--- src/hdl/fifo_flags_pkg.sv ---
// fifo flag package: depth, pointer and address widths, and the grey and address step functions
package fifo_flags_pkg;

  // ============================================================
  // sizes
  // ============================================================

  // number of storage entries behind the flag controller
  localparam int FIFO_DEPTH = 7;

  // a 3-bit grey pointer has 8 codes, so it can tell 0 through 7 entries apart
  // and the buffer needs only 7 storage locations
  localparam int PTR_WIDTH = 3;

  // the storage address counts 0 to 6 and then wraps
  localparam int ADDR_WIDTH = 3;

  // flops in each pointer synchronizer chain
  // this is also the fixed latency, in cycles, of each crossing
  localparam int SYNC_STAGES = 2;

  // ============================================================
  // types
  // ============================================================

  typedef logic [PTR_WIDTH-1:0] grey_ptr_t;
  typedef logic [ADDR_WIDTH-1:0] fifo_addr_t;

  // ============================================================
  // step functions
  // ============================================================

  // next code in the 3-bit grey sequence
  // only one bit flips per step, which keeps the synchronized copy coherent
  function automatic grey_ptr_t grey_inc(input grey_ptr_t ptr);
    grey_ptr_t next_ptr;
    case (ptr)
      3'b000: next_ptr = 3'b001;
      3'b001: next_ptr = 3'b011;
      3'b011: next_ptr = 3'b010;
      3'b010: next_ptr = 3'b110;
      3'b110: next_ptr = 3'b111;
      3'b111: next_ptr = 3'b101;
      3'b101: next_ptr = 3'b100;
      3'b100: next_ptr = 3'b000;
      // every 3-bit code is covered above, this only keeps the logic closed
      default: next_ptr = 3'b000;
    endcase
    return next_ptr;
  endfunction

  // next storage address, modulo the depth
  // the pointer wraps every 8 steps but the address every 7
  function automatic fifo_addr_t addr_inc(input fifo_addr_t addr);
    fifo_addr_t next_addr;
    if (addr == fifo_addr_t'(FIFO_DEPTH - 1))
      next_addr = '0;
    else
      next_addr = addr + fifo_addr_t'(1);
    return next_addr;
  endfunction

endpackage
--- src/hdl/fifo_flags_top.sv ---
// fifo flag controller top: links the write and read controls through two pointer synchronizers
module fifo_flags_top (
  input  logic                       read_clk,
  input  logic                       reset_flags_async,
  input  logic                       write_submit,
  input  logic                       read_remove,
  output logic                       write_capture_data,
  output logic                       write_room_available,
  output logic                       write_error,
  output logic                       read_data_available,
  output logic                       read_error,
  output fifo_flags_pkg::fifo_addr_t write_address,
  output fifo_flags_pkg::fifo_addr_t read_address
);

  // raw pointers from each side and their synchronized copies
  fifo_flags_pkg::grey_ptr_t write_ptr;
  fifo_flags_pkg::grey_ptr_t read_ptr;
  fifo_flags_pkg::grey_ptr_t synced_write_ptr;
  fifo_flags_pkg::grey_ptr_t synced_read_ptr;

  // ============================================================
  // write side
  // ============================================================

  write_flag_ctrl u_write_ctrl (
    .read_clk             (read_clk),
    .reset_flags_async    (reset_flags_async),
    .write_submit         (write_submit),
    .synced_read_ptr      (synced_read_ptr),
    .write_ptr            (write_ptr),
    .write_address        (write_address),
    .write_capture_data   (write_capture_data),
    .write_room_available (write_room_available),
    .write_error          (write_error)
  );

  // ============================================================
  // pointer crossings
  // ============================================================

  // write pointer toward the read side, where it sets data available
  pointer_sync u_write_ptr_sync (
    .read_clk          (read_clk),
    .reset_flags_async (reset_flags_async),
    .ptr_in            (write_ptr),
    .ptr_out           (synced_write_ptr)
  );

  // read pointer back toward the write side, where it frees room
  pointer_sync u_read_ptr_sync (
    .read_clk          (read_clk),
    .reset_flags_async (reset_flags_async),
    .ptr_in            (read_ptr),
    .ptr_out           (synced_read_ptr)
  );

  // ============================================================
  // read side
  // ============================================================

  read_flag_ctrl u_read_ctrl (
    .read_clk            (read_clk),
    .reset_flags_async   (reset_flags_async),
    .read_remove         (read_remove),
    .synced_write_ptr    (synced_write_ptr),
    .read_ptr            (read_ptr),
    .read_address        (read_address),
    .read_data_available (read_data_available),
    .read_error          (read_error)
  );

endmodule

--- src/hdl/read_flag_ctrl.sv ---
// read-side flag control: keeps the read grey pointer and address, and raises data and error flags
module read_flag_ctrl (
  input  logic                      read_clk,
  input  logic                      reset_flags_async,
  input  logic                      read_remove,
  input  fifo_flags_pkg::grey_ptr_t synced_write_ptr,
  output fifo_flags_pkg::grey_ptr_t read_ptr,
  output fifo_flags_pkg::fifo_addr_t read_address,
  output logic                      read_data_available,
  output logic                      read_error
);

  // ============================================================
  // data detection
  // ============================================================

  // an accepted remove in this cycle
  logic accept_remove;

  // a remove attempted on an empty buffer
  logic refused_remove;

  // equal pointers mean empty
  // the write pointer seen here lags by SYNC_STAGES cycles, so a fresh
  // write shows up late and data is never reported before it exists
  assign read_data_available = (read_ptr != synced_write_ptr);

  assign accept_remove = read_remove & read_data_available;
  assign refused_remove = read_remove & ~read_data_available;

  // ============================================================
  // pointer, address and error registers
  // ============================================================

  always_ff @(posedge read_clk or posedge reset_flags_async)
  begin
    if (reset_flags_async)
    begin
      read_ptr     <= '0;
      read_address <= '0;
      read_error   <= 1'b0;
    end
    else
    begin
      // the entry at read_address is consumed, move to the next one
      if (accept_remove)
      begin
        read_ptr     <= fifo_flags_pkg::grey_inc(read_ptr);
        read_address <= fifo_flags_pkg::addr_inc(read_address);
      end
      // one-cycle error pulse after a remove on an empty buffer
      read_error <= refused_remove;
    end
  end

  // ============================================================
  // checks
  // ============================================================

  // data shown without a remove must still be there next cycle
  // only the write pointer can move then, and the room flag keeps it
  // from wrapping all the way round onto the read pointer
  a_data_kept_while_idle: assert property (
    @(posedge read_clk) disable iff (reset_flags_async)
    read_data_available && !read_remove |=> read_data_available
  );

endmodule

--- src/hdl/pointer_sync.sv ---
// pointer synchronizer: carries one grey pointer across to the other side through a flop chain
module pointer_sync (
  input  logic                      read_clk,
  input  logic                      reset_flags_async,
  input  fifo_flags_pkg::grey_ptr_t ptr_in,
  output fifo_flags_pkg::grey_ptr_t ptr_out
);

  // ============================================================
  // synchronizer chain
  // ============================================================

  // stage 0 takes the raw pointer, the last stage feeds the other side
  // with both sides on one clock the chain gives a fixed latency
  fifo_flags_pkg::grey_ptr_t [fifo_flags_pkg::SYNC_STAGES-1:0] sync_stage;

  always_ff @(posedge read_clk or posedge reset_flags_async)
  begin
    if (reset_flags_async)
    begin
      // an all-zero pointer on both sides means an empty buffer
      sync_stage <= '0;
    end
    else
    begin
      sync_stage[0] <= ptr_in;
      for (int i = 1; i < fifo_flags_pkg::SYNC_STAGES; i++)
      begin
        sync_stage[i] <= sync_stage[i-1];
      end
    end
  end

  assign ptr_out = sync_stage[fifo_flags_pkg::SYNC_STAGES-1];

  // ============================================================
  // checks
  // ============================================================

  // the crossing is only safe if the source moves at most one grey step
  // per cycle, so at most one bit may differ from the previous cycle
  a_one_step: assert property (
    @(posedge read_clk) disable iff (reset_flags_async)
    $countones(ptr_in ^ $past(ptr_in)) <= 1
  );

endmodule

--- src/hdl/write_flag_ctrl.sv ---
// write-side flag control: keeps the write grey pointer and address, and raises room and error flags
module write_flag_ctrl (
  input  logic                      read_clk,
  input  logic                      reset_flags_async,
  input  logic                      write_submit,
  input  fifo_flags_pkg::grey_ptr_t synced_read_ptr,
  output fifo_flags_pkg::grey_ptr_t write_ptr,
  output fifo_flags_pkg::fifo_addr_t write_address,
  output logic                      write_capture_data,
  output logic                      write_room_available,
  output logic                      write_error
);

  // ============================================================
  // room detection
  // ============================================================

  // the pointer value this side would move to on an accepted write
  fifo_flags_pkg::grey_ptr_t next_write_ptr;

  // true in a cycle where a submit is refused for lack of room
  logic refused_submit;

  assign next_write_ptr = fifo_flags_pkg::grey_inc(write_ptr);

  // the buffer is full when one more step would land on the read pointer
  // the read pointer seen here is SYNC_STAGES cycles old, so the flag
  // can only under-report room, never over-report it
  assign write_room_available = (next_write_ptr != synced_read_ptr);

  // storage captures the word in the same cycle the submit is accepted
  assign write_capture_data = write_submit & write_room_available;

  assign refused_submit = write_submit & ~write_room_available;

  // ============================================================
  // pointer, address and error registers
  // ============================================================

  always_ff @(posedge read_clk or posedge reset_flags_async)
  begin
    if (reset_flags_async)
    begin
      write_ptr     <= '0;
      write_address <= '0;
      write_error   <= 1'b0;
    end
    else
    begin
      // pointer and address step together on each accepted write
      if (write_capture_data)
      begin
        write_ptr     <= next_write_ptr;
        write_address <= fifo_flags_pkg::addr_inc(write_address);
      end
      // the error flag lasts exactly one cycle after each refused submit
      write_error <= refused_submit;
    end
  end

  // ============================================================
  // checks
  // ============================================================

  // room shown without a submit must still be there next cycle
  // only the read pointer can move then, and it never runs past this write pointer
  a_room_kept_while_idle: assert property (
    @(posedge read_clk) disable iff (reset_flags_async)
    write_room_available && !write_submit |=> write_room_available
  );

endmodule

--- config.mk ---
export PLATFORM = sky130hd
export DESIGN_NAME = fifo_flags_top
export DESIGN_NICKNAME = d
export VERILOG_FILES = /design/src/hdl/fifo_flags_pkg.sv /design/src/hdl/fifo_flags_top.sv /design/src/hdl/read_flag_ctrl.sv /design/src/hdl/pointer_sync.sv /design/src/hdl/write_flag_ctrl.sv
export SDC_FILE = /design/constraint.sdc
export NUM_CORES = 1
export LEC_CHECK = 0
export ABC_AREA = 0
export CAP_MARGIN = 20
export CORE_MARGIN = 8
export CORE_UTILIZATION = 35
export DETAILED_ROUTE_END_ITERATION = 10
export DONT_BUFFER_PORTS = 1
export PLACE_DENSITY = 0.54
export SKIP_CTS_REPAIR_TIMING = 1
export SLEW_MARGIN = 10
export SYNTH_ARGS = -nofsm -noshare
export SYNTH_HDL_FRONTEND = slang
export SYNTH_HIERARCHICAL = 1
export SYNTH_SLANG_ARGS = --single-unit
--- constraint.sdc ---
create_clock -name read_clk -period 3.45 [get_ports read_clk]
set_input_delay 0.345 -clock read_clk [delete_from_list [all_inputs] [get_ports read_clk]]
set_output_delay 0.345 -clock read_clk [all_outputs]
set_load 0.1 [all_outputs]
# Word level (Yosys, flattened, before mapping)

Memory sizes are Yosys's and may differ from the RTL's. A register that Yosys moved wholly into a read port is not among the register bits.
Cells that the tools add are included.

Register bits: 23
Word-level logic and storage cells: 25
ROM bits: 48
Output and inout port bits: 11
Input port bits: 4
Memories: 2

Memories:

| memory          | depth | bits a word | rd ports | clocked after Yosys merged registers in | wr ports | RTL line             | text |
|---|---|---|---|---|---|---|---|
| (no name shown) | 8     | 3           | 1        | 1                                       | 0        | fifo_flags_pkg.sv:37 | `case (ptr)` |
| (no name shown) | 8     | 3           | 1        | 0                                       | 0        | fifo_flags_pkg.sv:37 |  |

Equal/unequal tests: 4
Mux-type cells: 2
Bitwise gates (word level): 6
$add $sub $neg: 2

Operators by type and width:

| operator                                                      | count |
|---|---|
| 3-bit by 1-bit adder with 3-bit output, second input constant | 2 |
| 3-bit == test, second input constant                          | 2 |
| 3-bit two-way mux                                             | 2 |
| 3-bit != test                                                 | 2 |
| 1-bit AND                                                     | 4 |
| 1-bit NOT                                                     | 2 |

# Logic depth before layout (Yosys ltp)

Gate-level depths: netlist of run 1.
An unclocked memory read counts as a cell.

Depth after elaboration: 4
Gate-level depth with buffers: 7
Mapped depth without buffers: 5

# Cells and area by module

The synthesis of run 1 kept the hierarchy.

By module, submodules not included:

| module          | cells an instance | sequential area each (um^2) | instances | area each (um^2) |
|---|---|---|---|---|
| write_flag_ctrl | 51                | 175.2                       | 1         | 483.0 |
| read_flag_ctrl  | 35                | 175.2                       | 1         | 359.1 |
| pointer_sync    | 10                | 150.1                       | 2         | 176.4 |

# Worst setup path after synthesis of run 1

Ideal clock, no wire load.

Path kind: reg2out
Start point: register u_write_ctrl.write_ptr[1]
End point: output port write_room_available
Data required time: 3.105 ns
Stages on the path, launching flop included: 7
Slack: 1.350 ns
Arrival: 1.755 ns
Path buffers: 1
Path through: dfrtp_1 -> buf_4 -> xnor2_1 -> o2bb2ai_2 -> a311oi_1 -> a31oi_1 -> inv_1

Longest elaborated chain between the ends: 2

Ends and longest elaborated chain:

| element                  | RTL line              | text |
|---|---|---|
| start: declaration       | write_flag_ctrl.sv:7  | `output fifo_flags_pkg::grey_ptr_t write_ptr,` |
| start signal: assignment | write_flag_ctrl.sv:53 | `write_ptr <= next_write_ptr;` |
| memory 8 x 3 bit         | n/a                   |  |
| 3-bit != test            | write_flag_ctrl.sv:29 | `assign write_room_available = (next_write_ptr != synced_read_ptr);` |
| end: declaration         | fifo_flags_top.sv:8   | `output logic write_room_available,` |

No other way between the ends.

# Worst setup path after layout of run 1

Same ends and word-level chain as after synthesis.

==> results of run 1 <==
layer usage:
metal | part of all wire [%] | up-vias
met5 | 0 | -
met4 | 0 | 0
met3 | 5.8 | 0
met2 | 50 | 8
met1 | 44 | 369
li1 | - | 355
worst min path at each step:
stage / start / depth (start not counted) / to / slack [ps]
2_1_floorplan: reset_flags_async / 1 / u_read_ptr_sync/ptr_out[0] / 140
3_3_place_gp: reset_flags_async / 1 / u_read_ptr_sync/ptr_out[1] / 150
3_5_place_dp: reset_flags_async / 1 / u_read_ptr_sync/ptr_out[2] / 150
4_1_cts: reset_flags_async / 1 / u_read_ptr_sync/ptr_out[2] / -200
5_1_grt: write_submit / 1 / u_write_ctrl/write_error / 140
6_report: write_submit / 1 / u_write_ctrl/write_error / 160
sequential cells by signal, indices dropped and copies added (netlist names), named ones only:
signal / count
u_read_ptr_sync/ptr_out: 3
u_write_ctrl/write_address: 3
u_read_ctrl/read_address: 3
u_read_ctrl/read_ptr: 1
u_write_ctrl/write_ptr: 3
u_write_ptr_sync/sync_stage: 3
u_write_ctrl/write_error: 1
u_read_ctrl/read_error: 1
u_write_ptr_sync/ptr_out: 3
u_read_ptr_sync/sync_stage: 3
area by class of cell:
class	instances	area (um2)	area share (%)
Timing Repair Buffer	3	25.0	2.01
Sequential cell	26	651	52.2
Clock buffer	4	36.3	2.91
Tap cell	46	57.6	4.62
Inverter	13	48.8	3.92
Multi-Input combinational cell	58	428	34.3
logic make-up (layout without fill, tap and decap cells):
logic type,after synthesis,count (layout),synth area share [%]
simple gates,23,23,9.84
xor+xnor,6,6,4.40
buf+inv,22,20,9.74
flops,26,26,54.4
mux,5,5,4.61
compound gates,24,24,17.0
stage by stage:
stage	area [um2]	cells
after floorplan	1190	106
after global placement	1200	145
after detailed placement	1200	145
after CTS	1240	149
after global routing	1250	150
final	1250	150
worst max-delay path: stages, from the launching register on:
cell       delay, ps
dfrtp_1          530
xnor2_1          340
o2bb2ai_2        110
a311oi_1         250
a31oi_1           80
inv_1            630
cell usage after synthesis (2+ instances only):
master / n / area (um2)
mux2_2: 3 / 33.8
o311ai_0: 2 / 17.5
xnor2_1: 5 / 43.8
a31oi_1: 3 / 18.8
nor2_1: 7 / 26.3
nand4_1: 3 / 18.8
nand2_1: 5 / 18.8
buf_4: 7 / 52.6
o21ai_0: 2 / 10.0
dfrtp_1: 26 / 651
o31ai_2: 2 / 25.0
o21ai_2: 2 / 17.5
o21ai_1: 3 / 15.0
inv_1: 12 / 45.0
==> metrics, run 1 <==
run status complete, no violations; Req. time, crit path 3110 ps; total half-perimeter wirelength after legalization and detailed placement 1500 um; worst setup path end write_room_available; global-route wire length before repair 3360 um; total iterations of the first detailed-routing run 4; number of max-capacitance violations reported 0; total global-route track usage 7.68%; final wirelength 2000 um; Synthesized Nets 110; Num CTS Buffers 3; global route hottest layer met2; initial detailed-routing violation count 29; clock network latency to the later pin of the worst-skew pair 310 ps; core area 3310 um2; Residual DRC 0; Synth warnings 6; type of origin of the critical path flip-flop; post-detailed-route count of antenna-violating nets 0; via count of the routed design 732; P&R area growth vs syn 4.29%; number of H-tree levels 1; worst-case reg-to-reg path depth 5; final setup skew 3.62 ps; number of instances in the synthesized netlist 106; fill cell total of the finished layout 346; final setup margin 855 ps; weighted congestion at the end of routability-driven global placement 0.756; number of nets in the layout 109; fraction of layout instances using a drive strength above 1 18.3%; maximum buffer depth of the clock tree 2; sequential area share after synthesis 54.5%; total die area 5540 um2; number of synthesized register bits 26; post-layout util 37.6%; die span in y 74.4 um; period utilisation layout 75.2%; Async S/R FF share, synth 100%; worst setup slack after placement 1230 ps; met1 Resource Use GR 9.39%; Synth Area per Inst 11.3 um2; WL per Instance 13.3 um; CP Capture Type output port; Setup TNS 0 ps; source of the critical timing path u_write_ctrl/write_ptr[1]; count of input and output buffers 0; count of pins over their slew limit 0; most frequent cells in the layout dfrtp_1 (26), inv_1 (12), nor2_1 (7), xnor2_1 (5), nand2_1 (5); most common cell after layout, fill and taps aside dfrtp_1; via count of the first global-routing pass 715; Core Rows 21; final setup violation count 0; CTS Root Buffer Type clkbuf_4; reg-to-reg startpoint u_write_ctrl/write_ptr[1]; worst relative slew slack 31.6%; reg-to-reg setup timing slack 1420 ps; category of the most critical setup path reg -> out; met3 capacity usage during global routing 2.83%; number of ports placed on the die boundary 15; via density per instance 4.88; clock-pin transition on the worst setup and hold timing paths 130 ps; antenna diode count 0; Sinks on Clock Net 26; distinct cell type count of the synthesized netlist 38; antenna violations before repair 0; Post-Synthesis Cell Area 1190 um2; Global Route met2 Usage 12.4%; overflow left after global routing 0; capturing point of the worst reg2reg path u_write_ctrl/write_ptr[2]; worst-margin pin slew 1030 ps; x dimension of the die 74.4 um; endpoints failing hold 0; prevailing post-synth register cell dfrtp_1; maximum number of pins on one net before global-route repair 15; EDFF count, synth 0; highest clock rate 0.385 GHz; Starting Density 36.1%; unrepaired setup endpoints after global routing no; min cycle time layout 2590 ps; arrival time at the worst endpoint 2250 ps; Tightest Hold Check Type in -> reg; WHS 161 ps; crit-path max FO 10; TritonCTS clock tree built
Power of run 1 is left out: the tool's default activity adds up to more than one toggle a clock period on the data nets, which glitch-free logic cannot reach.
==> run 2, diff against run 1 <==
--- a/config.mk
+++ b/config.mk
@@ -5,13 +5,13 @@
 export SDC_FILE = /design/constraint.sdc
 export NUM_CORES = 1
 export LEC_CHECK = 0
-export ABC_AREA = 0
+export ABC_AREA = 1
 export CAP_MARGIN = 20
 export CORE_MARGIN = 8
 export CORE_UTILIZATION = 35
 export DETAILED_ROUTE_END_ITERATION = 10
 export DONT_BUFFER_PORTS = 1
-export PLACE_DENSITY = 0.54
+export PLACE_DENSITY = 0.56
 export SKIP_CTS_REPAIR_TIMING = 1
 export SLEW_MARGIN = 10
 export SYNTH_ARGS = -nofsm -noshare
==> constraint.sdc (replaced) <==
create_clock -name read_clk -period 2.2 [get_ports read_clk]
set_input_delay 0.22 -clock read_clk [delete_from_list [all_inputs] [get_ports read_clk]]
set_output_delay 0.22 -clock read_clk [all_outputs]
set_load 0.1 [all_outputs]
==> metrics, run 2 <==
number of ports placed on the die boundary 15 (unchanged); antenna violations before repair 0 (unchanged); worst-margin pin slew 915 ps (-111 ps); number of max-capacitance violations reported 0 (unchanged); min cycle time layout 1930 ps; maximum cell stage delay along the critical path 490 ps (-140 ps); reg-to-reg startpoint u_read_ctrl/read_address[0]; WL per Instance 10.9 um (-18%); Synthesized Nets 144 (+31%); via count of the routed design 871 (+19%); most frequent cells in the layout nand2_1 (41), dfrtp_1 (26), inv_1 (25), nand3_1 (17), buf_4 (11); post-layout util 40.8% (+3.2 points); EDFF count, synth 0 (unchanged); crit-path cells inv_2 -> nand2_2 -> nand2_1 -> nand2_1 -> nand2_2 -> nand3_4 -> nand2_4 -> inv_1 -> buf_4; FF/Latch Area 651 um2 (unchanged); CP Capture Type output port; fraction of layout instances using a drive strength above 1 15.9% (-2.4 points); global-route wire length before repair 3800 um (+13%); Synth Area per Inst 8.55 um2 (-24%); reg-to-reg setup timing slack 560 ps (-860 ps); compound-gate portion of the synthesized area 3.76% (-13 points); post-synthesis adder-cell area fraction 0% (unchanged); Async S/R FF share, synth 100% (unchanged); unrepaired setup endpoints after global routing no; arrival time at the worst endpoint 1710 ps (-540 ps); post-detailed-route count of antenna-violating nets 0 (unchanged); run status complete, no violations; fill cell total of the finished layout 346 (unchanged); number of synthesized register bits 26 (unchanged); most used standard cell by instance count after synthesis nand2_1; CP max stage cell dfrtp_1; count of pins over their slew limit 0 (unchanged); area fraction in and, or, nand and nor cells after synthesis 27.9% (+18 points); worst relative slew slack 39.0% (+7.4 points); crit-path max FO 9 (-1); total iterations of the first detailed-routing run 4 (unchanged); CTS Root Buffer Type clkbuf_4; worst-case reg-to-reg path depth 5 (unchanged); number of nets in the layout 156 (+43%); total half-perimeter wirelength after legalization and detailed placement 1610 um (+7.7%); total instance count after detailed placement 190 (+31%); maximum number of pins on one net before global-route repair 15 (unchanged); category of the most critical setup path reg -> out; period utilisation layout 87.7%; prevailing post-synth register cell dfrtp_1; Synth warnings 6 (unchanged); number of instances in the synthesized netlist 140 (+32%); final setup skew 9.08 ps (+5.46 ps); Req. time, crit path 1980 ps (-1130 ps); multi-input logic area 397 um2 (-7.3%); largest family of logic cells by synthesized area simple AND/OR/NAND/NOR gates; clock-pin transition on the worst setup and hold timing paths 140 ps (about the same); proportion of synthesized area in mux cells 0% (-4.6 points); x dimension of the die 74.5 um (about the same); share of the synthesized area in the top cell type 54.3% (-0.11 points); top post-synthesis cells by count nand2_1 (41), dfrtp_1 (26), inv_1 (25); final setup violation count 0 (unchanged); capturing point of the worst reg2reg path u_read_ctrl/read_address[2]; leading cell types by total area after synthesis dfrtp_1 (54%), nand2_1 (13%), inv_1 (7.8%); maximum buffer depth of the clock tree 2 (unchanged); count of input and output buffers 0 (unchanged); Sinks on Clock Net 26 (unchanged); via count of the first global-routing pass 866 (+21%); overflow left after global routing 0 (unchanged); total die area 5550 um2 (+0.16%); number of stages on the worst hold path 2 (+1); worst path buffer plus inverter count 3 (+2); total global-route track usage 8.75% (+1.1 points); Tightest Hold Check Type in -> reg; antenna diode count 0 (unchanged); beginning of the worst hold path read_remove; Core Rows 21 (unchanged); distinct cell type count of the synthesized netlist 17 (-55%); post-synthesis xor/xnor area fraction 1.46% (-2.9 points); dominant delay contributor by cell family on the critical path simple AND/OR/NAND/NOR gates; endpoints failing hold 0 (unchanged); sequential area share after synthesis 54.3% (-0.11 points); final non-filler cell total 197 (+31%); TritonCTS clock tree built; P&R area growth vs syn 12.9%; Post-Synthesis Cell Area 1200 um2 (+0.21%); Yosys top cell by area dfrtp_1; type of origin of the critical path flip-flop; final wirelength 2150 um (+7.6%); weighted congestion at the end of routability-driven global placement 0.721 (-4.6%); clock network latency to the later pin of the worst-skew pair 310 ps (about the same); initial detailed-routing violation count 26 (-10%); core area 3310 um2 (unchanged); highest clock rate 0.518 GHz; via density per instance 4.42 (-9.4%); Num CTS Buffers 3 (unchanged); number of H-tree levels 1 (unchanged); die span in y 74.5 um (about the same); Starting Density 36.2% (+0.076 points); Setup TNS 0 ps (unchanged); Residual DRC 0 (unchanged); most common cell after layout, fill and taps aside nand2_1
## run 2: cell types whose count changed after synthesis, sizes merged, moves of 3 or more
cell,before,now
mux2,4,0
xnor2,5,1
inv,13,26
nand2,5,47
nand3,1,19
a31oi,3,0
nor2,7,2
## run 2: kinds of logic (layout without fill, tap and decap cells)
logic type      Yosys count  count (layout)
buf+inv                  33              44
xor+xnor                  2               2
flops                    26              26
simple gates             70              70
compound gates            9               9
## run 2: worst max path at each step
stage | to | cells after the start | slack, ps | start
after CTS | write_capture_data | 9 | 250 | u_write_ctrl/write_ptr[1]
final | write_capture_data | 9 | 270 | u_write_ctrl/write_ptr[1]
after floorplan | write_capture_data | 7 | 250 | u_write_ctrl/write_ptr[2]
after global routing | write_capture_data | 8 | 90 | u_write_ctrl/write_ptr[1]
after detailed placement | u_read_ctrl/read_address[2] | 5 | 590 | u_read_ctrl/read_address[0]
after global placement | write_capture_data | 9 | 630 | u_write_ctrl/write_ptr[1]
## run 2: cell type report
class	count	share of cell area (%)
inverter	26	7.22
clock buffer	4	2.69
timing repair buffer	14	8.33
multi-input combinational	81	29.4
sequential	26	48.1
tap	46	4.26
## run 2: per-layer routing
layer	up-vias	wire length, um	global-route usage (%)
met5	-	0	0
met4	0	19	2.61
met3	2	56	2.83
met2	5	1090	14.7
met1	417	984	10.3
li1	447	-	-
## run 2: metrics by stage
stage          hold slack (ps)  worst slack [ps]  cell area, um2
2_1_floorplan             11.0               251            1200
3_3_place_gp              24.9               626            1280
3_5_place_dp              34.0               587            1280
4_1_cts                   -322               247            1320
5_1_grt                   33.4              87.0            1350
6_report                  48.2               270            1350
Power of run 2 is left out for the same reason.
